## src/design/icache_pkg.sv

```systemverilog
`default_nettype none

package icache_pkg;

   // Bus and fetch geometry
   localparam int ADDR_W         = 32;
   localparam int LINE_W         = 128;
   localparam int WB_DATA_W      = 32;
   localparam int WORDS_PER_LINE = LINE_W / WB_DATA_W;

   // Cache organisation
   localparam int NB_WAYS        = 4;
   localparam int NB_SETS        = 16;

   // Address split
   localparam int OFFSET_W       = 4;
   localparam int INDEX_W        = 4;
   localparam int TAG_W          = ADDR_W - INDEX_W - OFFSET_W;

   // Field view of a fetch address
   typedef struct packed {
      logic [TAG_W-1:0]    tag;
      logic [INDEX_W-1:0]  index;
      logic [OFFSET_W-1:0] offset;
   } icache_addr_s;

   // Same word seen as raw bus address or as tag/index/offset
   typedef union packed {
      logic [ADDR_W-1:0] raw;
      icache_addr_s      f;
   } icache_addr_u;

   // One bit per way, one-hot when selecting
   typedef logic [NB_WAYS-1:0] way_oh_t;

   // Full line, bus word 0 in the low bits
   typedef logic [LINE_W-1:0] line_t;

   // Bank controller states
   typedef enum logic [2:0] {
      DISABLED,
      WAIT_IDLE,
      OPERATIVE,
      REQ_REFILL,
      WAIT_REFILL,
      LEAVE_CACHE
   } icache_state_e;

endpackage

`default_nettype wire

```

## src/design/icache_victim_sel.sv

```systemverilog
`timescale 1ns/10ps
`default_nettype none

module icache_victim_sel
(
   input  logic                clk,
   input  logic                rst_n,
   input  icache_pkg::way_oh_t valid_i,
   input  logic                take_i,
   output icache_pkg::way_oh_t victim_way_o
);
   import icache_pkg::*;

   // Replacement LFSR, taps 8,6,5,4
   logic [7:0] lfsr_q;
   logic       feedback;
   logic       all_valid;

   assign all_valid = &valid_i;
   assign feedback  = lfsr_q[7] ^ lfsr_q[5] ^ lfsr_q[4] ^ lfsr_q[3];

   always_comb
   begin
      victim_way_o = '0;
      if (all_valid)
      begin
         // Random way from the low LFSR bits
         victim_way_o[lfsr_q[1:0]] = 1'b1;
      end
      else
      begin
         // Ascending scan, last invalid way wins
         for (int w = 0; w < NB_WAYS; w++)
         begin
            if (!valid_i[w])
            begin
               victim_way_o = way_oh_t'(1 << w);
            end
         end
      end
   end

   // Step only when the random choice was consumed
   always_ff @(posedge clk, negedge rst_n)
   begin
      if (!rst_n)
      begin
         lfsr_q <= 8'h5A;
      end
      else if (take_i && all_valid)
      begin
         lfsr_q <= {lfsr_q[6:0], feedback};
      end
   end

endmodule

`default_nettype wire

```

## config.mk

```make
export PLATFORM = sky130hd
export DESIGN_NAME = icache_victim_sel
export DESIGN_NICKNAME = d
export VERILOG_FILES = /design/src/design/icache_pkg.sv /design/src/design/icache_victim_sel.sv
export SDC_FILE = /design/constraint.sdc
export NUM_CORES = 1
export LEC_CHECK = 0
export ABC_AREA = 1
export BUFFER_PORTS_ARGS = -buffer_cell sky130_fd_sc_hd__buf_2
export CAP_MARGIN = 30
export CORE_AREA = 8 8 45 47
export DETAILED_ROUTE_END_ITERATION = 6
export DIE_AREA = 0 0 53 55
export GPL_ROUTABILITY_DRIVEN = 0
export MAX_ROUTING_LAYER = met4
export PLACE_DENSITY = 0.65
export SLEW_MARGIN = 20
export SYNTH_ARGS = -nofsm -noshare
export SYNTH_HDL_FRONTEND = slang
export SYNTH_SLANG_ARGS = --single-unit
```

## constraint.sdc

```tcl
create_clock -name clk -period 1 [get_ports clk]
set_input_delay 0.15 -clock clk [delete_from_list [all_inputs] [get_ports clk]]
set_output_delay 0.15 -clock clk [all_outputs]
set_load 0.02 [all_outputs]
```

==> run summary <==
status -> complete, but fails checks
failing checks -> setup timing
Metal-1 WL -> 432 microns
Max Freq -> 0.776 GHz
Final Cell Area -> 649 sq um
Post-DRT Antenna Nets -> 0
TritonCTS clock tree -> done
Critical Path RT -> 0.85 ns
Cell Area, Synth -> 472 sq um
period utilisation layout -> 129%
crit start category -> flop
# placed instances -> 91
remaining global-route overflow -> 0
most frequent cells in the layout -> nand2_1, buf_4, inv_1, buf_2, o21ai_2
max FFs per register -> 8
die height -> 55 microns
Top reg by flops -> lfsr_q
HPWL after DPL -> 782 microns
Crit Path Class -> reg -> out
P&R area growth vs syn -> 37.7%
largest net degree at the start of global routing -> 12
Yosys reg bits -> 8
clock power share -> 21.9%
first-pass GRT wire length -> 1680 microns
# IOs -> 11
Clock Pin Slew Worst Setup and Hold Paths -> 0.06 ns
Reg-to-Reg Start -> lfsr_q[4]$_DFFE_PN1P_
crit path DAT -> 1.14 ns
number of H-tree levels -> 1
slowest cell on the critical path -> dfstp_2
CP cell instances -> inv_2 > nand3_2 > o21ai_1 > buf_4
vias in the first global route -> 409
WL/cell -> 10.4 microns
RSZ-0062 raised after global routing -> true
Die W -> 53 microns
CTS Sinks -> 8
Worst Reg-to-Reg Cells -> 5
Filler cells -> 143
sequential area share after synthesis -> 43.5%
DRT Pass-1 Iters -> 4
cell-internal power -> 0.783 mW
clock buffers created by TritonCTS -> 3
Leak -> 0.321 nW
clock latency on the worst-skew pair -> 0.26 ns
Initial Util -> 34.1%
All-Layer GR Usage -> 8.05%
Layout Nets -> 90
CP endpoint kind -> primary output
final hold vios -> 0
Final WS setup -> -0.289 ns
Avg Cell Area, Syn -> 7.61 sq um
initial antenna violation count -> 0
Hold Slack -> 0.250 ns
capturing point of the worst reg2reg path -> lfsr_q[0]$_DFFE_PN0P_
diode count -> 0
drt drc -> 0
Buf/Inv on CP -> 2
placed cell areas -> 564 sq um
top flop regs -> lfsr_q (8)
Max stage delay on crit path -> 0.56 ns
max-slew violations -> 0
Slew @ Worst Pin -> 0.328 ns
Setup WS pre-CTS -> -0.0336 ns
DR top layer -> met4
Die ar. -> 0.00292 sq mm
share of cells above drive strength 1 -> 51.2%
core area -> 0.00138 sq mm
Crit path max-delay family -> flip-flops
Post-Route WL -> 1020 microns
final setup vio count -> 4
sw power -> 0.432 mW
DR iter-0 viols -> 14
min Tclk post-route -> 1.29 ns
CTS max path bufs -> 2
Worst slew margin -> 78.0%
Vias/cell -> 4.49
Clock Root Buffer -> clkbuf_4
most common cell after layout, fill and taps aside -> nand2_1
Reg2Reg Setup Slack -> 0.02 ns
crit-path max FO -> 4
fin cells -> 98
sw frac -> 35.5%
Port Buf Inserts -> 10
Met2 Wirelength -> 527 microns
Ys Warns -> 0
max-cap violations -> 0
WL met3 -> 39 microns
skew final -> 0.0152 ns
Post-Synthesis Cells -> 62
Comb power frac -> 35.0%
num rows -> 14
Distinct cells, synth -> 13
Mapped Nets -> 69
pwr/cell area -> 1870 mW/mm^2
routed vias -> 440
Design Power -> 1.21 mW
maximum VDD drop -> 0.00110 V
sequential power share -> 43.1%
Hold Path Class -> in -> async
[timing repair]
| item | 4_1_cts | 5_1_grt |
|---|---|---|
| gates resized for setup | 11 | 4 |
| buffers inserted | 0 | 2 |
| hold endpoints to repair | 8 | 0 |
| setup endpoints to repair | 5 | 5 |
| pin swaps | 0 | 5 |
| hold buffers | 1 | 0 |
[through the flow]
stage	TNS [ns]	util (%)
detailed placement	-0.0769	40.8
finish	-1.09	46.9
global placement	-0.0241	40.8
global route	-1.31	46.9
floorplan	0	-
CTS	-1.08	45.3
[area by class of cell]
class	instances	area (sq um)	share of cell area, %
multi-input combinational	43	241	37.2
clock buffer	4	26.3	4.05
tap	16	20.0	3.08
timing repair buffer	17	119	18.3
inverter	10	37.5	5.78
sequential	8	205	31.6
[metal layers]
layer  vias up  global-route usage (%)
met5         -                       -
met4         0                    3.88
met3         2                    3.21
met2         7                    12.9
met1       200                    8.50
li1        231                       -
[cell families after synthesis]
family | after synthesis | share of synthesized area (%)
AND/OR/NAND/NOR | 33 | 31.6
buffers and inverters | 11 | 10.3
AO/OA/AOI/OAI | 10 | 14.6
flip-flops | 8 | 43.5
[Yosys cell counts]
cell type	number	share of area [%]
nand2_1	20	16
inv_1	10	8.0
nand3_1	5	5.3
o21ai_2	5	9.3
dfrtp_1	4	21
dfstp_2	4	22
nor2_1	4	3.2
o21ai_0	4	4.2
nand2_2	2	2.7
a21oi_1	1	1.1
buf_6	1	2.4
nor2_4	1	2.4
nor3_2	1	2.1
[power by group through the flow]
stage	Clock [mW]	Sequential (mW)	Combinational, mW
detailed placement	0	0.513	0.359
floorplan	0	0.495	0.250
global placement	0	0.507	0.348
finish	0.265	0.524	0.425
global route	0.302	0.539	0.481
CTS	0.274	0.519	0.387
[worst max path at each step]
stage | to | start | depth (start not counted) | slack (ns)
global placement | victim_way_o[1] | lfsr_q[1]$_DFFE_PN1P_ | 4 | -0.02
detailed placement | victim_way_o[2] | lfsr_q[1]$_DFFE_PN1P_ | 3 | -0.03
finish | victim_way_o[1] | lfsr_q[1]$_DFFE_PN1P_ | 4 | -0.29
CTS | victim_way_o[1] | lfsr_q[1]$_DFFE_PN1P_ | 4 | -0.28
global route | victim_way_o[1] | lfsr_q[1]$_DFFE_PN1P_ | 4 | -0.33
floorplan | victim_way_o[2] | lfsr_q[1]$_DFFE_PN1P_ | 2 | 0.03
[worst register-to-register path, cell delays in order, from the launching register on]
cell and delay [ns]:
dfstp_2 0.55, nand2_1 0.07, nand2_1 0.07, nand2_1 0.06
nand3_2 0.07, nand2_1 0.05
Note: power is estimated with default switching activity, not from simulation.
