$ cat src/design/icache_pkg.sv
`default_nettype none

package icache_pkg;

   // Bus and fetch geometry
   localparam int ADDR_W         = 32;
   localparam int LINE_W         = 128;
   localparam int WB_DATA_W      = 32;
   localparam int WORDS_PER_LINE = LINE_W / WB_DATA_W;

   // Cache organisation
   localparam int NB_WAYS        = 4;
   localparam int NB_SETS        = 16;

   // Address split
   localparam int OFFSET_W       = 4;
   localparam int INDEX_W        = 4;
   localparam int TAG_W          = ADDR_W - INDEX_W - OFFSET_W;

   // Field view of a fetch address
   typedef struct packed {
      logic [TAG_W-1:0]    tag;
      logic [INDEX_W-1:0]  index;
      logic [OFFSET_W-1:0] offset;
   } icache_addr_s;

   // Same word seen as raw bus address or as tag/index/offset
   typedef union packed {
      logic [ADDR_W-1:0] raw;
      icache_addr_s      f;
   } icache_addr_u;

   // One bit per way, one-hot when selecting
   typedef logic [NB_WAYS-1:0] way_oh_t;

   // Full line, bus word 0 in the low bits
   typedef logic [LINE_W-1:0] line_t;

   // Bank controller states
   typedef enum logic [2:0] {
      DISABLED,
      WAIT_IDLE,
      OPERATIVE,
      REQ_REFILL,
      WAIT_REFILL,
      LEAVE_CACHE
   } icache_state_e;

endpackage

`default_nettype wire

$ cat src/design/line_fill_if.sv
`timescale 1ns/10ps
`default_nettype none

interface line_fill_if;
   import icache_pkg::*;

   // Line read request, line-aligned address
   logic         req;
   icache_addr_u addr;

   // Reader status and returned line
   logic         busy;
   logic         done;
   line_t        line;

   // Controller side
   modport initiator (output req, output addr, input busy, input done, input line);

   // Bus reader side
   modport target (input req, input addr, output busy, output done, output line);

endinterface

`default_nettype wire

$ cat src/design/icache_wb_reader.sv
`timescale 1ns/10ps
`default_nettype none

module icache_wb_reader
(
   input  logic                             clk,
   input  logic                             rst_n,

   // Line requests from the controller
   line_fill_if.target                      fill,

   // Wishbone classic read master
   output logic                             wb_cyc_o,
   output logic                             wb_stb_o,
   output logic [icache_pkg::ADDR_W-1:0]    wb_adr_o,
   input  logic [icache_pkg::WB_DATA_W-1:0] wb_dat_i,
   input  logic                             wb_ack_i
);
   import icache_pkg::*;

   logic         busy_q;
   logic         cyc_q;
   logic         done_q;

   // Word within the line
   logic [1:0]   word_cnt_q;

   // Line base and assembled data
   icache_addr_u base_q;
   icache_addr_u word_addr;
   line_t        line_q;

   // Word address from the line base and the count
   always_comb
   begin
      word_addr          = base_q;
      word_addr.f.offset = {word_cnt_q, 2'b00};
   end

   assign wb_cyc_o  = cyc_q;
   assign wb_stb_o  = cyc_q;
   assign wb_adr_o  = word_addr.raw;

   assign fill.busy = busy_q;
   assign fill.done = done_q;
   assign fill.line = line_q;

   always_ff @(posedge clk, negedge rst_n)
   begin
      if (!rst_n)
      begin
         busy_q     <= 1'b0;
         cyc_q      <= 1'b0;
         done_q     <= 1'b0;
         word_cnt_q <= '0;
      end
      else
      begin
         done_q <= 1'b0;
         if (!busy_q)
         begin
            if (fill.req)
            begin
               busy_q     <= 1'b1;
               cyc_q      <= 1'b1;
               word_cnt_q <= '0;
            end
         end
         // Busy falls right after the done cycle
         else if (done_q)
         begin
            busy_q <= 1'b0;
         end
         else if (cyc_q && wb_ack_i)
         begin
            word_cnt_q <= word_cnt_q + 2'd1;
            // Last word ends the cycle
            if (word_cnt_q == 2'(WORDS_PER_LINE - 1))
            begin
               cyc_q  <= 1'b0;
               done_q <= 1'b1;
            end
         end
      end
   end

   // Request address and line assembly
   always_ff @(posedge clk)
   begin
      if (!busy_q && fill.req)
      begin
         base_q <= fill.addr;
      end
      if (cyc_q && wb_ack_i)
      begin
         line_q[word_cnt_q*WB_DATA_W +: WB_DATA_W] <= wb_dat_i;
      end
   end

endmodule

`default_nettype wire

$ cat src/flat_wrapper.sv
// flat-port wrapper written by rule: the top's interface ports become plain ports
module icache_wb_reader_flat import icache_pkg::*;
  (clk, rst_n, wb_cyc_o, wb_stb_o, wb_adr_o, wb_dat_i, wb_ack_i, fill_req, fill_addr, fill_busy, fill_done, fill_line);
  line_fill_if fill_i ();
  input  logic clk;
  input  logic rst_n;
  output logic wb_cyc_o;
  output logic wb_stb_o;
  output logic [icache_pkg::ADDR_W-1:0] wb_adr_o;
  input  logic [icache_pkg::WB_DATA_W-1:0] wb_dat_i;
  input  logic wb_ack_i;
  input wire logic [$bits(fill_i.req)-1:0] fill_req;
  input wire logic [$bits(fill_i.addr)-1:0] fill_addr;
  output wire logic [$bits(fill_i.busy)-1:0] fill_busy;
  output wire logic [$bits(fill_i.done)-1:0] fill_done;
  output wire logic [$bits(fill_i.line)-1:0] fill_line;
  assign fill_i.req = fill_req;
  assign fill_i.addr = fill_addr;
  assign fill_busy = fill_i.busy;
  assign fill_done = fill_i.done;
  assign fill_line = fill_i.line;
  icache_wb_reader u_core (.clk(clk), .rst_n(rst_n), .fill(fill_i), .wb_cyc_o(wb_cyc_o), .wb_stb_o(wb_stb_o), .wb_adr_o(wb_adr_o), .wb_dat_i(wb_dat_i), .wb_ack_i(wb_ack_i));
endmodule
$ cat config.mk
export PLATFORM = sky130hd
export DESIGN_NAME = icache_wb_reader_flat
export DESIGN_NICKNAME = d
export VERILOG_FILES = /design/src/design/icache_pkg.sv /design/src/design/line_fill_if.sv /design/src/design/icache_wb_reader.sv /design/src/flat_wrapper.sv
export SDC_FILE = /design/constraint.sdc
export NUM_CORES = 1
export LEC_CHECK = 0
export BUFFER_PORTS_ARGS = -buffer_cell sky130_fd_sc_hd__buf_2
export CORE_MARGIN = 3
export CORE_UTILIZATION = 44
export CTS_CLUSTER_SIZE = 28
export DETAILED_ROUTE_END_ITERATION = 10
export PLACE_DENSITY = 0.74
export SLEW_MARGIN = 20
export SYNTH_ARGS = -nofsm -noshare
export SYNTH_HDL_FRONTEND = slang
export SYNTH_SLANG_ARGS = --single-unit
$ cat constraint.sdc
create_clock -name clk -period 2.19 [get_ports clk]
set_input_delay 0.219 -clock clk [delete_from_list [all_inputs] [get_ports clk]]
set_output_delay 0.219 -clock clk [all_outputs]
set_load 0.01 [all_outputs]
==> results.txt <==
The run finished with clean final reports. The type of the worst min-delay path is in -> reg. The number of rows in the core area came out at between 40 and 50.

The count of buffers added by post-CTS timing repair for setup came out at 0. The startpoint type of the worst setup path is a register. The synthesized-area fraction occupied by xor and xnor cells is 0%. In the final layout, the share of cells above drive strength 1 is between 40% and 50%.

The synthesized design devotes to its leading area cell type between 70% and 80% of total area. After synthesis, the share of flip-flops with an asynchronous set or reset is between 3 and 4%. Counting I/O delays and the setup requirement, the final critical path takes 1.90 ns. The delay of the slowest critical-path stage is a little over 0.4 ns.

Counting instances in the post-synthesis netlist gives the leading cell types as edfxtp_1 (156), and2_1 (129), clkbuf_2 (8). The Yosys warning count is 0. The deepest clock path buffer count came out at 2. The global placement routability congestion is between 0.7 and 0.8. At the later pin of the worst-skew pair, clock insertion delay measures 0.41 ns.

The most common cell in the synthesized netlist is edfxtp_1. The pin slew with the least headroom to its limit is 0.594 ns. The buffer and inverter count on the worst path is 3. The synthesized netlist devotes 1.06% of its cell area to adder and majority cells. The diode insertion count for antenna repair is 0. The cell count after synthesis came out at about 340. The H-tree depth came out at 4. After detailed routing, the average wire length per cell comes to 18.5 um. The CTS buffer count came out at 17. The total global-route track usage is between 10% and 20%.

The kind of end point of the critical path is a register. The cell area power density is around 770 nW/um2. The largest clock skew in the final design is ~0.0059 ns. Sorting the synthesized cells by area gives the leading types as edfxtp_1 (79%), and2_1 (14%), dfrtp_1 (2.1%). The distinct cell type count of the synthesized netlist came out at 22. The number of nets in the final layout came out at 685. The primary flip-flop cell chosen by synthesis mapping is edfxtp_1. The number of nets with antenna violations after detailed routing is 0. The number of pins with negative max-slew slack in the final report is 0. The complex-gate fraction of the synthesized area came out at less than 1%. The tightest hold path in the finished design has a slack of around 0.096 ns. The detailed router's first-iteration violation count is about 220. The number of maximum-capacitance constraint violations came out at 0. The post-synthesis to final-layout area growth is 38.0%.

The core area is roughly 13000 um2. Sequential elements use between 80% and 90% of the synthesized area. Based on the critical path, the design can be clocked at up to between 500 and 600 MHz.

Once detailed placement completed, the half-perimeter wirelength came to 9950 um. After global routing the overflow that remains totals 0. Among the stages of the critical path, the cell type that occurs most often is inv_1. The worst-path maximum fanout came out at 21. The clock tree from TritonCTS is built. The routed design has between 10000 and 15000 um of wire.

The y dimension of the die is 122 um. After detailed routing, the number of vias per cell comes to about 4.7. The clock transition at the registers of the reported paths is about 0.060 ns. The share of the cycle needed by the critical path after routing is ~87%. Summed over all failing endpoints, the final setup total negative slack is 0 ns. The endpoint arrival time on the critical path is between 2 and 2.5 ns. For this design, the sink count on the clock tree is 161. The initial standard-cell utilization of the core came out at 45.9%. The fraction of the mapped netlist area in simple logic gates came out at roughly 15%.

The signal on the critical path passes through inv_1 -> ha_1 -> inv_1 -> and4_1 -> buf_4 -> and2_1. The number of antenna violations at the first check in global routing came out at 0. The pin count of the biggest net entering global routing is 30. The endpoint required time on the critical path came out at 2.35 ns. The number of enable flip-flop cells after synthesis came out at ~160. The number of top-level design ports is roughly 230. The area of the mapped netlist is around 5900 um2. The maximum vdd ir drop is 0.394 mV. The first global-routing pass estimated between 20000 and 25000 um of wire. edfxtp_1 takes more of the synthesized area than any other cell. The relative slew slack is around three fifths. Among all stages on the critical path, the largest delay is contributed by ha_1.

The buffer cell driving the clock tree root is clkbuf_16. The share of synthesized area spent on multiplexers came out at 0%. The via count of the first global-routing pass came out at between 3000 and 4000. The overall via count from detail_route came out at ~3700. After synthesis, the largest family of logic cells by area is simple AND/OR/NAND/NOR gates. By startpoint and endpoint, the worst setup path is classified as reg -> reg. Summed over all cells, the static leakage comes to approximately 3.3 nW.

The number of register bits inferred by synthesis is between 150 and 200. Setup violations remaining at the end of the flow were counted as 0. The post-synthesis area per instance came out at 17.5 um2.

The pre-antenna-repair detailed-routing pass consisted of 4 iterations. Setup repair after global routing left no endpoint under its margin. Grouping stages by cell kind, the critical path spends the most delay in buffers and inverters.

The number of hold-slack violations in the final timing report is 0. The horizontal extent of the die is ~120 um. The overall die area came out at 14900 um2. The residual DRC count is 0. In this run the tool buffered the top-level ports with between 200 and 250 buffer cells.
-- per-layer routing --
layer | vias up | share of wire [%] | global-route usage (%)
met5 | - | 0 | 0
met4 | 0 | 1.5 | 8.61
met3 | 18 | 6.3 | 5.39
met2 | 140 | 54 | 34.8
met1 | 1829 | 38 | 22.9
li1 | 1733 | - | -
-- per-stage QoR --
step,util (%),instances,instance area (um2),setup WS (ns),total power [mW]
final,63.4,795,8160,0.288,6.29
after global routing,63.4,795,8160,0.132,6.47
after CTS,63.2,795,8140,0.00215,6.34
after detailed placement,56.7,736,7300,0.0303,3.54
after global placement,56.7,736,7300,0.108,3.54
after floorplan,-,338,5920,0.160,3.45
-- kinds of logic (layout without fill, tap and decap cells) --
family	after synthesis	count (layout)
buffers and inverters	19	304
adder cells (fa/ha/maj)	5	5
flip-flops	161	161
AO/OA/AOI/OAI	5	5
AND/OR/NAND/NOR	146	146
other	1	2
-- timing repair --
item | in CTS | in global routing
hold buffers | 29 | 0
endpoints found under the hold margin | 33 | 0
gates resized for setup | 0 | 2
endpoints found under the setup margin | 0 | 32
-- worst reg2reg max path, delay by kind of cell (launching register included) --
kind,cells,cell delay [ns]
buffers and inverters,3,0.43
flip-flops,1,0.38
adder cells (fa/ha/maj),1,0.41
AND/OR/NAND/NOR,2,0.43
-- final timing paths --
| kind | cells after the start | slack [ns] | startpoint | endpoint |
|---|---|---|---|---|
| max | 6 | 0.29 | u_core.word_cnt_q[1] | u_core.fill.line[28] |
| min | 2 | 0.1 | wb_ack_i | u_core.wb_cyc_o |
| max reg2reg | 6 | 0.29 | u_core.word_cnt_q[1] | u_core.fill.line[28] |
| min reg2reg | 1 | 0.52 | u_core.fill.done | u_core.fill.busy |
| max in group asynchronous | 2 | 1.92 | rst_n | u_core.word_cnt_q[1] |
| min in group asynchronous | 2 | 0.14 | rst_n | u_core.wb_cyc_o |
-- sequential cells by signal, summed over array words and instances, names as in the netlist --
| name | flops |
|---|---|
| u_core.base_q | 28 |
| u_core.fill.line | 128 |
| u_core.word_cnt_q | 2 |
| u_core.wb_cyc_o | 1 |
| u_core.fill.busy | 1 |
| u_core.fill.done | 1 |
-- layout make-up --
| class | count | area [um2] |
|---|---|---|
| sequential | 161 | 4810 |
| fill | 949 | 4720 |
| timing repair buffer | 268 | 1520 |
| multi-input combinational | 158 | 1040 |
| clock buffer | 18 | 429 |
| tap | 172 | 215 |
| clock inverter | 12 | 120 |
| inverter | 6 | 22.5 |
-- power by group --
part / switching (mW) / total [mW] / leakage [nW] / internal [mW]
Combinational: 0.0782 / 0.177 / 1.59 / 0.0984
Clock: 1.12 / 2.77 / 0.255 / 1.65
Sequential: 0.000931 / 3.35 / 1.48 / 3.35
-- placed cells by master, fill, tap and decap left out, types with 2 or more instances in the layout --
cell type and n:
clkbuf_16 17, inv_1 6, and2_1 129, nand2b_1 3, o21ai_0 2, clkinvlp_4 5
buf_2 225, edfxtp_1 156, nor2_4 2, and3_2 4, bufinv_16 2, dlygate4sd3_1 29
clkinv_2 3, buf_4 14, clkinv_1 2, nand2_1 3, dfrtp_1 5, conb_1 2
ha_1 5
Note: power is estimated with default switching activity, not from simulation.
