[config.mk]
export PLATFORM = sky130hd
export DESIGN_NAME = icache_ctrl_flat
export DESIGN_NICKNAME = d
export VERILOG_FILES = /design/src/design/icache_pkg.sv /design/src/design/line_fill_if.sv /design/src/design/icache_ctrl.sv /design/src/flat_wrapper.sv
export SDC_FILE = /design/constraint.sdc
export NUM_CORES = 1
export LEC_CHECK = 0
export BUFFER_PORTS_ARGS = -buffer_cell sky130_fd_sc_hd__buf_2
export CELL_PAD_IN_SITES_DETAIL_PLACEMENT = 1
export CELL_PAD_IN_SITES_GLOBAL_PLACEMENT = 2
export CORE_AREA = 2 2 435 437
export DETAILED_ROUTE_END_ITERATION = 12
export DIE_AREA = 0 0 437 439
export GPL_ROUTABILITY_DRIVEN = 0
export GPL_TIMING_DRIVEN = 0
export PLACE_DENSITY = 0.4
export SETUP_SLACK_MARGIN = 0.4
export SLEW_MARGIN = 25
export SYNTH_ARGS = -nofsm -noshare
export SYNTH_HDL_FRONTEND = slang
export SYNTH_SLANG_ARGS = --single-unit
export TNS_END_PERCENT = 30
[constraint.sdc]
create_clock -name clk -period 10.13 [get_ports clk]
set_input_delay 2.026 -clock clk [delete_from_list [all_inputs] [get_ports clk]]
set_output_delay 2.026 -clock clk [all_outputs]
set_load 0.01 [all_outputs]
[src/design/icache_pkg.sv]
`default_nettype none

package icache_pkg;

   // Bus and fetch geometry
   localparam int ADDR_W         = 32;
   localparam int LINE_W         = 128;
   localparam int WB_DATA_W      = 32;
   localparam int WORDS_PER_LINE = LINE_W / WB_DATA_W;

   // Cache organisation
   localparam int NB_WAYS        = 4;
   localparam int NB_SETS        = 16;

   // Address split
   localparam int OFFSET_W       = 4;
   localparam int INDEX_W        = 4;
   localparam int TAG_W          = ADDR_W - INDEX_W - OFFSET_W;

   // Field view of a fetch address
   typedef struct packed {
      logic [TAG_W-1:0]    tag;
      logic [INDEX_W-1:0]  index;
      logic [OFFSET_W-1:0] offset;
   } icache_addr_s;

   // Same word seen as raw bus address or as tag/index/offset
   typedef union packed {
      logic [ADDR_W-1:0] raw;
      icache_addr_s      f;
   } icache_addr_u;

   // One bit per way, one-hot when selecting
   typedef logic [NB_WAYS-1:0] way_oh_t;

   // Full line, bus word 0 in the low bits
   typedef logic [LINE_W-1:0] line_t;

   // Bank controller states
   typedef enum logic [2:0] {
      DISABLED,
      WAIT_IDLE,
      OPERATIVE,
      REQ_REFILL,
      WAIT_REFILL,
      LEAVE_CACHE
   } icache_state_e;

endpackage

`default_nettype wire

[src/design/line_fill_if.sv]
`timescale 1ns/10ps
`default_nettype none

interface line_fill_if;
   import icache_pkg::*;

   // Line read request, line-aligned address
   logic         req;
   icache_addr_u addr;

   // Reader status and returned line
   logic         busy;
   logic         done;
   line_t        line;

   // Controller side
   modport initiator (output req, output addr, input busy, input done, input line);

   // Bus reader side
   modport target (input req, input addr, output busy, output done, output line);

endinterface

`default_nettype wire

[src/design/icache_ctrl.sv]
`timescale 1ns/10ps
`default_nettype none

module icache_ctrl
(
   input  logic                                                  clk,
   input  logic                                                  rst_n,

   // Mode control
   input  logic                                                  bypass_i,
   output logic                                                  cache_bypassed_o,

   // Fetch port
   input  logic                                                  fetch_req_i,
   input  logic [icache_pkg::ADDR_W-1:0]                         fetch_addr_i,
   output logic                                                  fetch_gnt_o,
   output logic                                                  fetch_rvalid_o,
   output icache_pkg::line_t                                     fetch_rdata_o,

   // Arrays
   output logic                                                  rd_en_o,
   output logic [icache_pkg::INDEX_W-1:0]                        rd_index_o,
   input  icache_pkg::way_oh_t                                   way_valid_i,
   input  logic [icache_pkg::NB_WAYS-1:0][icache_pkg::TAG_W-1:0] way_tag_i,
   input  icache_pkg::line_t [icache_pkg::NB_WAYS-1:0]           way_line_i,
   output logic                                                  wr_en_o,
   output icache_pkg::way_oh_t                                   wr_way_o,
   output logic [icache_pkg::INDEX_W-1:0]                        wr_index_o,
   output logic [icache_pkg::TAG_W-1:0]                          wr_tag_o,
   output icache_pkg::line_t                                     wr_line_o,
   output logic                                                  flush_o,

   // Victim selection
   output icache_pkg::way_oh_t                                   victim_valid_o,
   input  icache_pkg::way_oh_t                                   victim_way_i,
   output logic                                                  victim_take_o,

   // Line reads through the bus reader
   line_fill_if.initiator                                        fill
);
   import icache_pkg::*;

   icache_state_e state_q, state_d;

   // Lookup register
   logic          lookup_vld_q, lookup_vld_d;
   icache_addr_u  lookup_q;

   // Refill written, re-lookup still to issue
   logic          refilled_q, refilled_d;

   // Valid vector of the missed set
   way_oh_t       valid_snap_q;
   logic          snap_valid;

   // Address views
   icache_addr_u  fetch_addr;
   icache_addr_u  fetch_line;
   icache_addr_u  miss_line;

   // Hit check
   way_oh_t       way_match;
   logic          hit;
   line_t         hit_line;

   assign fetch_addr = fetch_addr_i;

   // Line bases for bypass reads and refills
   always_comb
   begin
      fetch_line          = fetch_addr;
      fetch_line.f.offset = '0;
      miss_line           = lookup_q;
      miss_line.f.offset  = '0;
   end

   ////////////////////////////////////////////////////////////
   // Tag compare and way mux
   ////////////////////////////////////////////////////////////

   always_comb
   begin
      hit_line = '0;
      for (int w = 0; w < NB_WAYS; w++)
      begin
         way_match[w] = way_valid_i[w] && (way_tag_i[w] == lookup_q.f.tag);
         // At most one way matches
         if (way_match[w])
         begin
            hit_line = way_line_i[w];
         end
      end
   end

   assign hit = |way_match;

   // Refill always targets the missed set
   assign wr_way_o       = victim_way_i;
   assign wr_index_o     = lookup_q.f.index;
   assign wr_tag_o       = lookup_q.f.tag;
   assign wr_line_o      = fill.line;
   assign victim_valid_o = valid_snap_q;
   assign victim_take_o  = wr_en_o;

   ////////////////////////////////////////////////////////////
   // Bank FSM
   ////////////////////////////////////////////////////////////

   always_comb
   begin
      state_d          = state_q;
      lookup_vld_d     = lookup_vld_q;
      refilled_d       = refilled_q;
      snap_valid       = 1'b0;
      cache_bypassed_o = 1'b1;
      fetch_gnt_o      = 1'b0;
      fetch_rvalid_o   = 1'b0;
      fetch_rdata_o    = fill.line;
      rd_en_o          = 1'b0;
      rd_index_o       = fetch_addr.f.index;
      wr_en_o          = 1'b0;
      flush_o          = 1'b0;
      fill.req         = 1'b0;
      fill.addr        = fetch_line;

      case (state_q)
         // Power-up mode, each fetch is a line read
         DISABLED:
         begin
            fetch_rvalid_o = fill.done;
            if (!bypass_i)
            begin
               state_d = WAIT_IDLE;
            end
            else
            begin
               fetch_gnt_o = fetch_req_i & ~fill.busy;
               fill.req    = fetch_gnt_o;
            end
         end

         // Drain the last bypass read, then invalidate everything
         WAIT_IDLE:
         begin
            fetch_rvalid_o = fill.done;
            if (!fill.busy)
            begin
               flush_o      = 1'b1;
               lookup_vld_d = 1'b0;
               refilled_d   = 1'b0;
               state_d      = OPERATIVE;
            end
         end

         OPERATIVE:
         begin
            cache_bypassed_o = 1'b0;
            fetch_rvalid_o   = lookup_vld_q & hit;
            fetch_rdata_o    = hit_line;
            if (lookup_vld_q && !hit)
            begin
               // Miss, keep the lookup and fetch the line
               snap_valid = 1'b1;
               state_d    = REQ_REFILL;
            end
            else
            begin
               // Empty or hit, a new fetch may enter
               fetch_gnt_o  = fetch_req_i & ~bypass_i;
               rd_en_o      = fetch_gnt_o;
               lookup_vld_d = fetch_gnt_o;
               if (bypass_i)
               begin
                  state_d = LEAVE_CACHE;
               end
            end
         end

         REQ_REFILL:
         begin
            cache_bypassed_o = 1'b0;
            fill.addr        = miss_line;
            fill.req         = ~fill.busy;
            if (!fill.busy)
            begin
               state_d = WAIT_REFILL;
            end
         end

         // Write the returned line, then repeat the lookup
         WAIT_REFILL:
         begin
            cache_bypassed_o = 1'b0;
            if (fill.done)
            begin
               wr_en_o    = 1'b1;
               refilled_d = 1'b1;
            end
            else if (refilled_q)
            begin
               rd_en_o    = 1'b1;
               rd_index_o = lookup_q.f.index;
               refilled_d = 1'b0;
               state_d    = OPERATIVE;
            end
         end

         LEAVE_CACHE:
         begin
            state_d = DISABLED;
         end

         default:
         begin
            state_d = DISABLED;
         end
      endcase
   end

   always_ff @(posedge clk, negedge rst_n)
   begin
      if (!rst_n)
      begin
         state_q      <= DISABLED;
         lookup_vld_q <= 1'b0;
         refilled_q   <= 1'b0;
      end
      else
      begin
         state_q      <= state_d;
         lookup_vld_q <= lookup_vld_d;
         refilled_q   <= refilled_d;
      end
   end

   // Lookup address and valid snapshot
   always_ff @(posedge clk)
   begin
      if (fetch_gnt_o)
      begin
         lookup_q <= fetch_addr;
      end
      if (snap_valid)
      begin
         valid_snap_q <= way_valid_i;
      end
   end

endmodule

`default_nettype wire

[src/flat_wrapper.sv]
// flat-port wrapper written by rule: the top's interface ports become plain ports
module icache_ctrl_flat import icache_pkg::*;
  (clk, rst_n, bypass_i, cache_bypassed_o, fetch_req_i, fetch_addr_i, fetch_gnt_o, fetch_rvalid_o, fetch_rdata_o, rd_en_o, rd_index_o, way_valid_i, way_tag_i, way_line_i, wr_en_o, wr_way_o, wr_index_o, wr_tag_o, wr_line_o, flush_o, victim_valid_o, victim_way_i, victim_take_o, fill_req, fill_addr, fill_busy, fill_done, fill_line);
  line_fill_if fill_i ();
  input  logic clk;
  input  logic rst_n;
  input  logic bypass_i;
  output logic cache_bypassed_o;
  input  logic fetch_req_i;
  input  logic [icache_pkg::ADDR_W-1:0] fetch_addr_i;
  output logic fetch_gnt_o;
  output logic fetch_rvalid_o;
  output icache_pkg::line_t fetch_rdata_o;
  output logic rd_en_o;
  output logic [icache_pkg::INDEX_W-1:0] rd_index_o;
  input  icache_pkg::way_oh_t way_valid_i;
  input  logic [icache_pkg::NB_WAYS-1:0][icache_pkg::TAG_W-1:0] way_tag_i;
  input  icache_pkg::line_t [icache_pkg::NB_WAYS-1:0] way_line_i;
  output logic wr_en_o;
  output icache_pkg::way_oh_t wr_way_o;
  output logic [icache_pkg::INDEX_W-1:0] wr_index_o;
  output logic [icache_pkg::TAG_W-1:0] wr_tag_o;
  output icache_pkg::line_t wr_line_o;
  output logic flush_o;
  output icache_pkg::way_oh_t victim_valid_o;
  input  icache_pkg::way_oh_t victim_way_i;
  output logic victim_take_o;
  output wire logic [$bits(fill_i.req)-1:0] fill_req;
  output wire logic [$bits(fill_i.addr)-1:0] fill_addr;
  input wire logic [$bits(fill_i.busy)-1:0] fill_busy;
  input wire logic [$bits(fill_i.done)-1:0] fill_done;
  input wire logic [$bits(fill_i.line)-1:0] fill_line;
  assign fill_req = fill_i.req;
  assign fill_addr = fill_i.addr;
  assign fill_i.busy = fill_busy;
  assign fill_i.done = fill_done;
  assign fill_i.line = fill_line;
  icache_ctrl u_core (.clk(clk), .rst_n(rst_n), .bypass_i(bypass_i), .cache_bypassed_o(cache_bypassed_o), .fetch_req_i(fetch_req_i), .fetch_addr_i(fetch_addr_i), .fetch_gnt_o(fetch_gnt_o), .fetch_rvalid_o(fetch_rvalid_o), .fetch_rdata_o(fetch_rdata_o), .rd_en_o(rd_en_o), .rd_index_o(rd_index_o), .way_valid_i(way_valid_i), .way_tag_i(way_tag_i), .way_line_i(way_line_i), .wr_en_o(wr_en_o), .wr_way_o(wr_way_o), .wr_index_o(wr_index_o), .wr_tag_o(wr_tag_o), .wr_line_o(wr_line_o), .flush_o(flush_o), .victim_valid_o(victim_valid_o), .victim_way_i(victim_way_i), .victim_take_o(victim_take_o), .fill(fill_i));
endmodule
==> results_dict.tcl, run 1 <==
set metrics [dict create \
    vias 15900 \
    grt_usage 0.150 \
    use_met1 0.179 \
    period_minus_slack_ns 8.33 \
    cp_max_fo 10 \
    ys.flop_type "edfxtp_1" \
    leakagePower_uw 0.00800 \
    antenna_found_initial 117 \
    die-area_mm2 0.192 \
    finalMaxSlewViolations 0 \
    syn_inst 1335 \
    fill_cells 22900 \
    grt_pass1_vias 16000 \
    setup_viol 0 \
    ys_seq_area_frac 0.120 \
    syn_area_per_cell_um2 6.79 \
    run_status "completed" \
    wirelength_um 153000 \
    io_buffers 1105 \
    synth-adder-area-share 0 \
    grt_max_degree 30 \
    drtAntennaViolNets 0 \
    postCtsResizedCells 0 \
    p_per_area_mw_per_mm2 103 \
    die_x_um 437 \
    drt_iter0_markers 1215 \
    critPathSlowestCell "clkbuf_1" \
    hold_path_class "reg -> reg" \
    cts_hold_buffers 0 \
    grt_pass1_wl_um 187000 \
    drv_cap 0 \
    synth-simple-area-share 0.316 \
    finalSetupTns_ns 0 \
    cts.htree.levels 2 \
    core_mm2 0.187 \
    async_flop_share 0.135 \
    syn_to_final_growth_pct 100 \
    ios 1118 \
    cts_tree "built" \
    p_total_uw 1870 \
    grt_util_met3 0.0480 \
    critPathArrivalTime_ns 6.31 \
    criticalPathCategory "in -> out" \
    drc 0 \
    startpoint_type "input port" \
    min_delay_path_depth 2 \
    clockBufferDepth 2 \
    fin_skew_ns 0.0265 \
    worst_skew_pair.late_latency_ns 0.34 \
    final_common_cell "buf_2" \
    endpoint_kind "output port" \
    die_h_um 439 \
    worstMarginPinSlew_ns 1.18 \
    wl_per_cell_um 30.6 \
    cts_sinks 37 \
    hold_violations 0 \
    synth_area_mm2 0.00907 \
    yosys_warnings 0 \
    synth_cell_types 52 \
    hpwlAfterDp_um 140000 \
    synth_top_family_by_area "simple AND/OR/NAND/NOR gates" \
    mostFrequentLayoutCells "buf_2 (1151), nand3_1 (258), buf_4 (149)" \
    synth_edf_count 32 \
    irDropWorstVdd_mv 0.0628 \
    numCtsBuffers 5 \
    synth-seq-cells 37 \
    post-cts-setup-buffer-count 0 \
    r2r_cells 9 \
    synth-compound-area-share 0.243 \
    rsz0062_at_grt "false" \
    final_nets 3238 \
    crit_chain "buf_2 -> xor2_1 -> nor4_1 -> nand4b_1 -> nor4_2 -> buf_2 -> clkbuf_1 -> nand3_1 -> nand3_1 -> buf_2" \
    clkTransAtPathRegs_ns 0.09 \
    preCtsSetupSlack_ns 1.62 \
    met2_usage 0.269 \
    cts-root-buf "clkbuf_16" \
    synth-xor-area-share 0.0953 \
    setup_ws_ns 1.80 \
    crit_top_cell "buf_2" \
    required_ns 8.10 \
    slowest_delay_ns 0.88 \
    dr.pass1.iters 5 \
    fp-row-count 159 \
    drive_gt1_frac 0.560 \
    busiest_layer "met2" \
    relSlewSlack 0.214 \
    initial_utilization 0.0485 \
    synth.area.mux_share 0.0408 \
    post_drt_via_cell_ratio 3.19 \
    post-route-period-util 0.822 \
    grt_overflow 0 \
    max_freq_ghz 0.120 \
]
synthesized netlist by cell type, types with 2 or more instances:
| cell type | number | area [µm²] |
|---|---|---|
| or3b_2 | 3 | 26.3 |
| dfrtp_1 | 5 | 125 |
| nand2_1 | 146 | 548 |
| buf_2 | 44 | 220 |
| nand3_1 | 258 | 1290 |
| nand4_1 | 23 | 144 |
| nor2b_1 | 3 | 18.8 |
| xor2_1 | 39 | 342 |
| a22oi_1 | 127 | 953 |
| buf_1 | 3 | 11.3 |
| clkbuf_1 | 84 | 315 |
| a21oi_1 | 4 | 20.0 |
| o31ai_1 | 2 | 15.0 |
| nor3_1 | 4 | 20.0 |
| nor4_2 | 2 | 25.0 |
| and4_1 | 2 | 17.5 |
| xnor2_1 | 56 | 490 |
| nor2_1 | 134 | 503 |
| nor4_1 | 16 | 100 |
| nand2b_1 | 6 | 37.5 |
| buf_4 | 148 | 1110 |
| mux2_2 | 32 | 360 |
| a211oi_1 | 2 | 15.0 |
| nor3b_1 | 3 | 22.5 |
| a211o_1 | 127 | 1110 |
| xnor2_2 | 2 | 32.5 |
| edfxtp_1 | 32 | 961 |
| inv_1 | 2 | 7.51 |
| or4_1 | 3 | 22.5 |
state kept, by name, indices dropped and copies added, names as in the netlist:
| register | cells |
|---|---|
| u_core.lookup_q | 28 |
| u_core.lookup_vld_q | 1 |
| u_core.refilled_q | 1 |
| u_core.state_q | 3 |
| u_core.victim_valid_o | 4 |
per-stage QoR:
step | cells | utilization | hold slack [ns] | instance area (µm²)
detailed placement | 4944 | 0.0958 | 0.556 | 17900
CTS | 4952 | 0.0966 | 0.578 | 18100
global route | 4964 | 0.0967 | 0.606 | 18100
finish | 4983 | 0.0970 | 0.567 | 18100
floorplan | 1338 | - | 0.517 | 9080
global placement | 4938 | 0.0948 | 0.543 | 17700
layer usage:
metal | wire length (µm) | vias to the layer above
met3 | 12500 | 178
li1 | - | 7022
met2 | 77000 | 748
met5 | 494 | -
met1 | 60600 | 7868
met4 | 2070 | 74
power breakdown:
part	internal, µW	total, µW	switching, µW
Clock	99.3	197	98.1
Combinational	481	1470	991
Sequential	191	205	14.1
critical path: cells and delay by family:
family        cells  cell delay (ns)
xor+xnor          1             0.15
buf+inv           4             1.83
simple gates      5             2.19
logic make-up (layout without fill, tap and decap cells):
| family | after synthesis | after routing |
|---|---|---|
| buffers and inverters | 282 | 1401 |
| AO/OA/AOI/OAI | 272 | 272 |
| multiplexers | 33 | 33 |
| flip-flops | 37 | 37 |
| other | 1 | 35 |
| AND/OR/NAND/NOR | 613 | 613 |
| XOR/XNOR | 97 | 97 |
final cells by class:
cell class	count	area, µm²	share of cell area
diodes	31	77.6	0.00428
plain buffers	280	1690	0.0931
clock buffers	7	143	0.00787
clock inverters	1	7.51	0.000414
inverters	2	7.51	0.000414
multi-input cells	1019	6350	0.350
flip-flops and latches	37	1090	0.0599
well taps	2495	3120	0.172
repair buffers	1111	5650	0.312
final timing paths:
check,end,from,slack [ns]
hold reg to reg,u_core.lookup_vld_q$_DFFE_PN0P_,u_core.lookup_vld_q$_DFFE_PN0P_,0.57
setup / recovery,fetch_rdata_o[16],way_tag_i[95],1.80
hold / removal,u_core.lookup_vld_q$_DFFE_PN0P_,u_core.lookup_vld_q$_DFFE_PN0P_,0.57
min in group asynchronous,u_core.refilled_q$_DFFE_PN0P_,rst_n,1.50
setup reg to reg,u_core.lookup_q[22]$_DFFE_PP_,u_core.lookup_q[18]$_DFFE_PP_,5.95
max in group asynchronous,u_core.state_q[2]$_DFFE_PN0P_,rst_n,8.48
Power figures use the tool's default switching activity.
==> run 2, diff against run 1 <==
--- a/config.mk
+++ b/config.mk
@@ -5,15 +5,16 @@
 export SDC_FILE = /design/constraint.sdc
 export NUM_CORES = 1
 export LEC_CHECK = 0
+export ABC_AREA = 1
 export BUFFER_PORTS_ARGS = -buffer_cell sky130_fd_sc_hd__buf_2
 export CELL_PAD_IN_SITES_DETAIL_PLACEMENT = 1
 export CELL_PAD_IN_SITES_GLOBAL_PLACEMENT = 2
-export CORE_AREA = 2 2 435 437
+export CORE_AREA = 2 2 431 433
 export DETAILED_ROUTE_END_ITERATION = 12
-export DIE_AREA = 0 0 437 439
+export DIE_AREA = 0 0 433 435
 export GPL_ROUTABILITY_DRIVEN = 0
 export GPL_TIMING_DRIVEN = 0
-export PLACE_DENSITY = 0.4
+export PLACE_DENSITY = 0.47
 export SETUP_SLACK_MARGIN = 0.4
 export SLEW_MARGIN = 25
 export SYNTH_ARGS = -nofsm -noshare
==> constraint.sdc (replaced) <==
create_clock -name clk -period 8.55 [get_ports clk]
set_input_delay 1.71 -clock clk [delete_from_list [all_inputs] [get_ports clk]]
set_output_delay 1.71 -clock clk [all_outputs]
set_load 0.01 [all_outputs]
==> results_dict.tcl, run 2 <==
set metrics [dict create \
    synth-xor-area-share 0.0226 \
    initial_utilization 0.0696 \
    synth-simple-area-share 0.569 \
    finalMaxSlewViolations 0 \
    synth_cell_types 38 \
    cts.htree.levels 2 \
    syn_inst 2637 \
    fill_cells 23200 \
    yosys.area.top_type "nand2_1" \
    grt_overflow 0 \
    drc 0 \
    reg2reg_slack_ns 5.25 \
    final_nets 4537 \
    endpoint "fetch_rdata_o[93]" \
    run_status "completed" \
    dr.pass1.iters 6 \
    largest_reg_flops 28 \
    hpwlAfterDp_um 144000 \
    endpoint_kind "output port" \
    drv_cap 0 \
    mostFrequentLayoutCells "nand2_1 (1317), buf_2 (1184), inv_1 (341)" \
    yosysTopAreaCellShare 0.386 \
    synth_area_mm2 0.0128 \
    rsz0062_at_grt "false" \
    drive_gt1_frac 0.372 \
    synth_edf_count 32 \
    io_buffers 1105 \
    p_per_area_mw_per_mm2 94.4 \
    top_register "u_core.lookup_q" \
    finalNonFillerCells 6272 \
    drt_iter0_markers 1192 \
    grt_pass1_vias 21700 \
    drtAntennaViolNets 0 \
    period_minus_slack_ns 6.72 \
    fp-row-count 158 \
    core_mm2 0.184 \
    synth.area.mux_share 0 \
    cts_tree "built" \
    post_drt_via_cell_ratio 3.36 \
    yosys_warnings 0 \
    r2r_cells 11 \
    synth_top_family_by_area "simple AND/OR/NAND/NOR gates" \
    reg2reg_from "u_core.lookup_q[12]$_DFFE_PP_" \
    clkTransAtPathRegs_ns 0.06 \
    synth-seq-cells 37 \
    cts_sinks 37 \
    cts-root-buf "clkbuf_16" \
    post-route-period-util 0.786 \
    ys.flop_type "edfxtp_1" \
    async_flop_share 0.135 \
    synthTopCellsByArea "nand2_1 (39%), inv_1 (10%), buf_4 (9.2%)" \
    hold_violations 0 \
    ys_seq_area_frac 0.0848 \
    regArea_mm2 0.00109 \
    worst_skew_pair.late_latency_ns 0.31 \
    synth_commonest_cells "nand2_1 (1318), inv_1 (341), buf_4 (157), nand3_1 (155), a21oi_1 (139)" \
    synth-compound-area-share 0.0751 \
    ios 1118 \
    required_ns 6.84 \
    syn_to_final_growth_pct 70.1 \
    postCtsResizedCells 0 \
    syn_area_per_cell_um2 4.86 \
    irDropWorstVdd_mv 0.0627 \
    antenna_found_initial 100 \
    hold_path_class "reg -> reg" \
    reg2reg_to "u_core.lookup_q[29]$_DFFE_PP_" \
    worstMarginPinSlew_ns 0.987 \
    clockBufferDepth 2 \
    synth_most_common_cell "nand2_1" \
    die_h_um 435 \
    dp.cells 6228 \
    critPathArrivalTime_ns 5.01 \
    fin_util 0.118 \
    grt_max_degree 24 \
    die_x_um 433 \
    numCtsBuffers 5 \
    startpoint_type "input port" \
    criticalPathCategory "in -> out" \
    cts_hold_buffers 0 \
    leakagePower_uw 0.0129 \
    min_delay_path_depth 3 \
    multi_input_area_mm2 0.00855 \
    grt_pass1_wl_um 204000 \
    wl_per_cell_um 25.4 \
    die-area_mm2 0.188 \
    crit_path_start "way_tag_i[76]" \
    grt_usage 0.162 \
    post-cts-setup-buffer-count 0 \
    fin_skew_ns 0.0121 \
    cp_max_fo 10 \
    wirelength_um 159000 \
    synth-adder-area-share 0 \
    vias 21100 \
    max_freq_ghz 0.149 \
    relSlewSlack 0.342 \
    final_common_cell "nand2_1" \
    setup_viol 0 \
    finalSetupTns_ns 0 \
]
==> run 2: kinds of logic after synthesis <==
family,count (synthesis)
simple gates,1727
buf+inv,649
flops,37
compound gates,190
other cells,1
xor+xnor,33
==> run 2: power breakdown <==
group | total, µW | internal [µW] | switching [µW] | leakage (µW)
sequential | 266 | 228 | 38.1 | 0.000356
clock | 228 | 137 | 91.3 | 0.0000777
combinational | 1560 | 522 | 1040 | 0.0125
==> run 2: worst min path at each step <==
stage	start	to	slack [ns]
5_1_grt	u_core.lookup_vld_q$_DFFE_PN0P_	u_core.lookup_vld_q$_DFFE_PN0P_	0.58
6_report	u_core.state_q[2]$_DFFE_PN0P_	u_core.state_q[0]$_DFFE_PN0P_	0.54
2_1_floorplan	u_core.lookup_vld_q$_DFFE_PN0P_	u_core.lookup_vld_q$_DFFE_PN0P_	0.48
3_3_place_gp	u_core.lookup_vld_q$_DFFE_PN0P_	u_core.lookup_vld_q$_DFFE_PN0P_	0.51
4_1_cts	u_core.state_q[2]$_DFFE_PN0P_	u_core.state_q[0]$_DFFE_PN0P_	0.53
3_5_place_dp	u_core.state_q[2]$_DFFE_PN0P_	u_core.state_q[0]$_DFFE_PN0P_	0.52
==> run 2: worst max-delay path, stage by stage <==
cell	delay, ns
buf_2	0.11
xnor2_1	0.50
nand3_1	0.16
nor3_1	0.23
nand2_1	0.07
nor2_1	0.28
buf_2	0.65
buf_2	0.46
a21oi_1	0.07
nand2_1	0.25
nand3_1	0.18
nand2_1	0.15
buf_2	0.15
==> run 2: metal layers <==
layer,part of all wire,vias up,global-route usage
met4,0.023,56,0.0411
met1,0.40,10000,0.188
met2,0.51,707,0.297
met5,0.0022,-,0
met3,0.056,167,0.0350
li1,-,10100,-
==> run 2: final cells by class <==
type	instances	area share
antenna	36	0.00413
clock inverter	3	0.00189
inverter	361	0.0622
tap	2480	0.142
clock buffer	5	0.00574
buffer	288	0.0842
timing repair buffer	1108	0.257
multi-input combinational	1954	0.392
sequential	37	0.0498
==> run 2: through the flow <==
| stage | area (µm²) | worst slack (ns) | power [µW] | hold slack, ns |
|---|---|---|---|---|
| final | 21800 | 1.83 | 2060 | 0.537 |
| after global routing | 21800 | 1.52 | 2220 | 0.583 |
| after CTS | 21700 | 1.55 | 2120 | 0.532 |
| after detailed placement | 21500 | 1.55 | 1880 | 0.524 |
| after global placement | 21500 | 1.46 | 1860 | 0.511 |
| after floorplan | 12800 | 3.57 | 899 | 0.484 |
==> run 3, diff against run 2 <==
--- a/config.mk
+++ b/config.mk
@@ -9,12 +9,12 @@
 export BUFFER_PORTS_ARGS = -buffer_cell sky130_fd_sc_hd__buf_2
 export CELL_PAD_IN_SITES_DETAIL_PLACEMENT = 1
 export CELL_PAD_IN_SITES_GLOBAL_PLACEMENT = 2
-export CORE_AREA = 2 2 431 433
+export CORE_AREA = 2 2 435 437
 export DETAILED_ROUTE_END_ITERATION = 12
-export DIE_AREA = 0 0 433 435
+export DIE_AREA = 0 0 437 439
 export GPL_ROUTABILITY_DRIVEN = 0
 export GPL_TIMING_DRIVEN = 0
-export PLACE_DENSITY = 0.47
+export PLACE_DENSITY = 0.48
 export SETUP_SLACK_MARGIN = 0.4
 export SLEW_MARGIN = 25
 export SYNTH_ARGS = -nofsm -noshare
==> constraint.sdc (replaced) <==
create_clock -name clk -period 6.08 [get_ports clk]
set_input_delay 1.216 -clock clk [delete_from_list [all_inputs] [get_ports clk]]
set_output_delay 1.216 -clock clk [all_outputs]
set_load 0.01 [all_outputs]
==> results_dict.tcl, run 3 (same netlist as run 2, synthesis figures left out) <==
set metrics [dict create \
    post-cts-setup-buffer-count 0 \
    grt_pass1_vias 21600 \
    vias 21000 \
    cts.htree.levels 2 \
    top_register "u_core.lookup_q" \
    drc 0 \
    max_freq_ghz 0.188 \
    drive_gt1_frac 0.372 \
    numCtsBuffers 5 \
    p_total_uw 2870 \
    grt_pass1_wl_um 201000 \
    irDropWorstVdd_mv 0.0993 \
    wl_per_cell_um 25.0 \
    leakagePower_uw 0.0129 \
    die_x_um 437 \
    largest_reg_flops 28 \
    final_common_cell "nand2_1" \
    core_mm2 0.187 \
    fin_skew_ns 0.0105 \
    syn_to_final_growth_pct 70.0 \
    fin_util 0.116 \
    ios 1118 \
    hpwlAfterDp_um 142000 \
    relSlewSlack 0.398 \
    cp_max_fo 10 \
    hp-start "u_core.lookup_vld_q$_DFFE_PN0P_" \
    drv_cap 0 \
    hold_violations 0 \
    crit_path_start "way_tag_i[84]" \
    cts_tree "built" \
    clockBufferDepth 2 \
    grt_usage 0.155 \
    final_nets 4537 \
    endpoint_kind "output port" \
    finalMaxSlewViolations 0 \
    reg2reg_from "u_core.lookup_q[21]$_DFFE_PP_" \
    mostFrequentLayoutCells "nand2_1 (1317), buf_2 (1184), inv_1 (341)" \
    cts_hold_buffers 0 \
    fp-row-count 159 \
    worstMarginPinSlew_ns 0.900 \
    post_drt_via_cell_ratio 3.35 \
    postCtsResizedCells 0 \
    initial_utilization 0.0685 \
    drtAntennaViolNets 0 \
    startpoint_type "input port" \
    criticalPathCategory "in -> out" \
    grt_max_degree 24 \
    wirelength_um 157000 \
    worst_skew_pair.late_latency_ns 0.30 \
    grt_overflow 0 \
    run_status "completed" \
    cts_sinks 37 \
    io_buffers 1105 \
    critPathArrivalTime_ns 4.10 \
    clkTransAtPathRegs_ns 0.07 \
    finalSetupTns_ns 0 \
    die-area_mm2 0.192 \
    setup_viol 0 \
    p_per_area_mw_per_mm2 132 \
    die_h_um 439 \
    dr.pass1.iters 5 \
    drt_iter0_markers 1043 \
    hold_path_class "reg -> reg" \
    cts-root-buf "clkbuf_16" \
    post-route-period-util 0.874 \
    rsz0062_at_grt "false" \
    antenna_found_initial 76 \
    required_ns 4.86 \
    period_minus_slack_ns 5.31 \
]
run 3: changes by cell type in the layout (fill, tap and decap cells not counted), sizes merged:
cell / previous run / this run
clkbuf: 40 / 41
clkinvlp: 1 / 0
diode: 36 / 21
run 3: path summary, 6_finish.rpt:
path | to | slack, ns | depth (start not counted)
max | fetch_rdata_o[94] | 0.77 | 13
min | u_core.lookup_vld_q$_DFFE_PN0P_ | 0.53 | 2
max reg2reg | u_core.lookup_q[27]$_DFFE_PP_ | 2.73 | 13
min reg2reg | u_core.lookup_vld_q$_DFFE_PN0P_ | 0.53 | 2
max in group asynchronous | u_core.state_q[1]$_DFFE_PN0P_ | 5.20 | 1
min in group asynchronous | u_core.lookup_vld_q$_DFFE_PN0P_ | 0.73 | 1
run 3: worst max-delay path: stages:
cell	delay (ns)
buf_2	0.11
xnor2_1	0.46
nand2_1	0.14
nor3_1	0.20
nand2_1	0.08
nor2_1	0.15
buf_2	0.57
buf_2	0.43
a21oi_1	0.07
nand2_1	0.23
nand3_1	0.17
nand2_1	0.12
buf_2	0.14
run 3: power breakdown:
group	internal (µW)	total [µW]	switching, µW
sequential	321	378	57.1
clock	193	318	125
combinational	735	2170	1440
run 3: per-stage QoR:
stage	cell area [µm²]	hold slack, ns	std cells	setup slack (ns)
2_1_floorplan	12800	0.484	2640	2.09
3_3_place_gp	21500	0.506	6240	0.111
3_5_place_dp	21600	0.519	6243	0.503
4_1_cts	21700	0.537	6251	0.502
5_1_grt	21700	0.596	6259	0.440
6_report	21800	0.531	6272	0.769
run 3: final cells by class:
cell class	count	area, µm²
sequential	37	1090
fill	23700	165000
antenna	21	52.6
clock inverter	2	33.8
buffer	288	1830
inverter	361	1360
tap	2495	3120
clock buffer	6	129
timing repair buffer	1108	5610
multi-input combinational	1954	8550
run 3: per-layer routing:
layer | wire length [µm] | global-route usage | vias to the layer above
met1 | 64400 | 0.186 | 10000
li1 | - | - | 10100
met3 | 8240 | 0.0275 | 149
met2 | 81200 | 0.289 | 703
met4 | 2790 | 0.0241 | 28
met5 | 191 | 0 | -
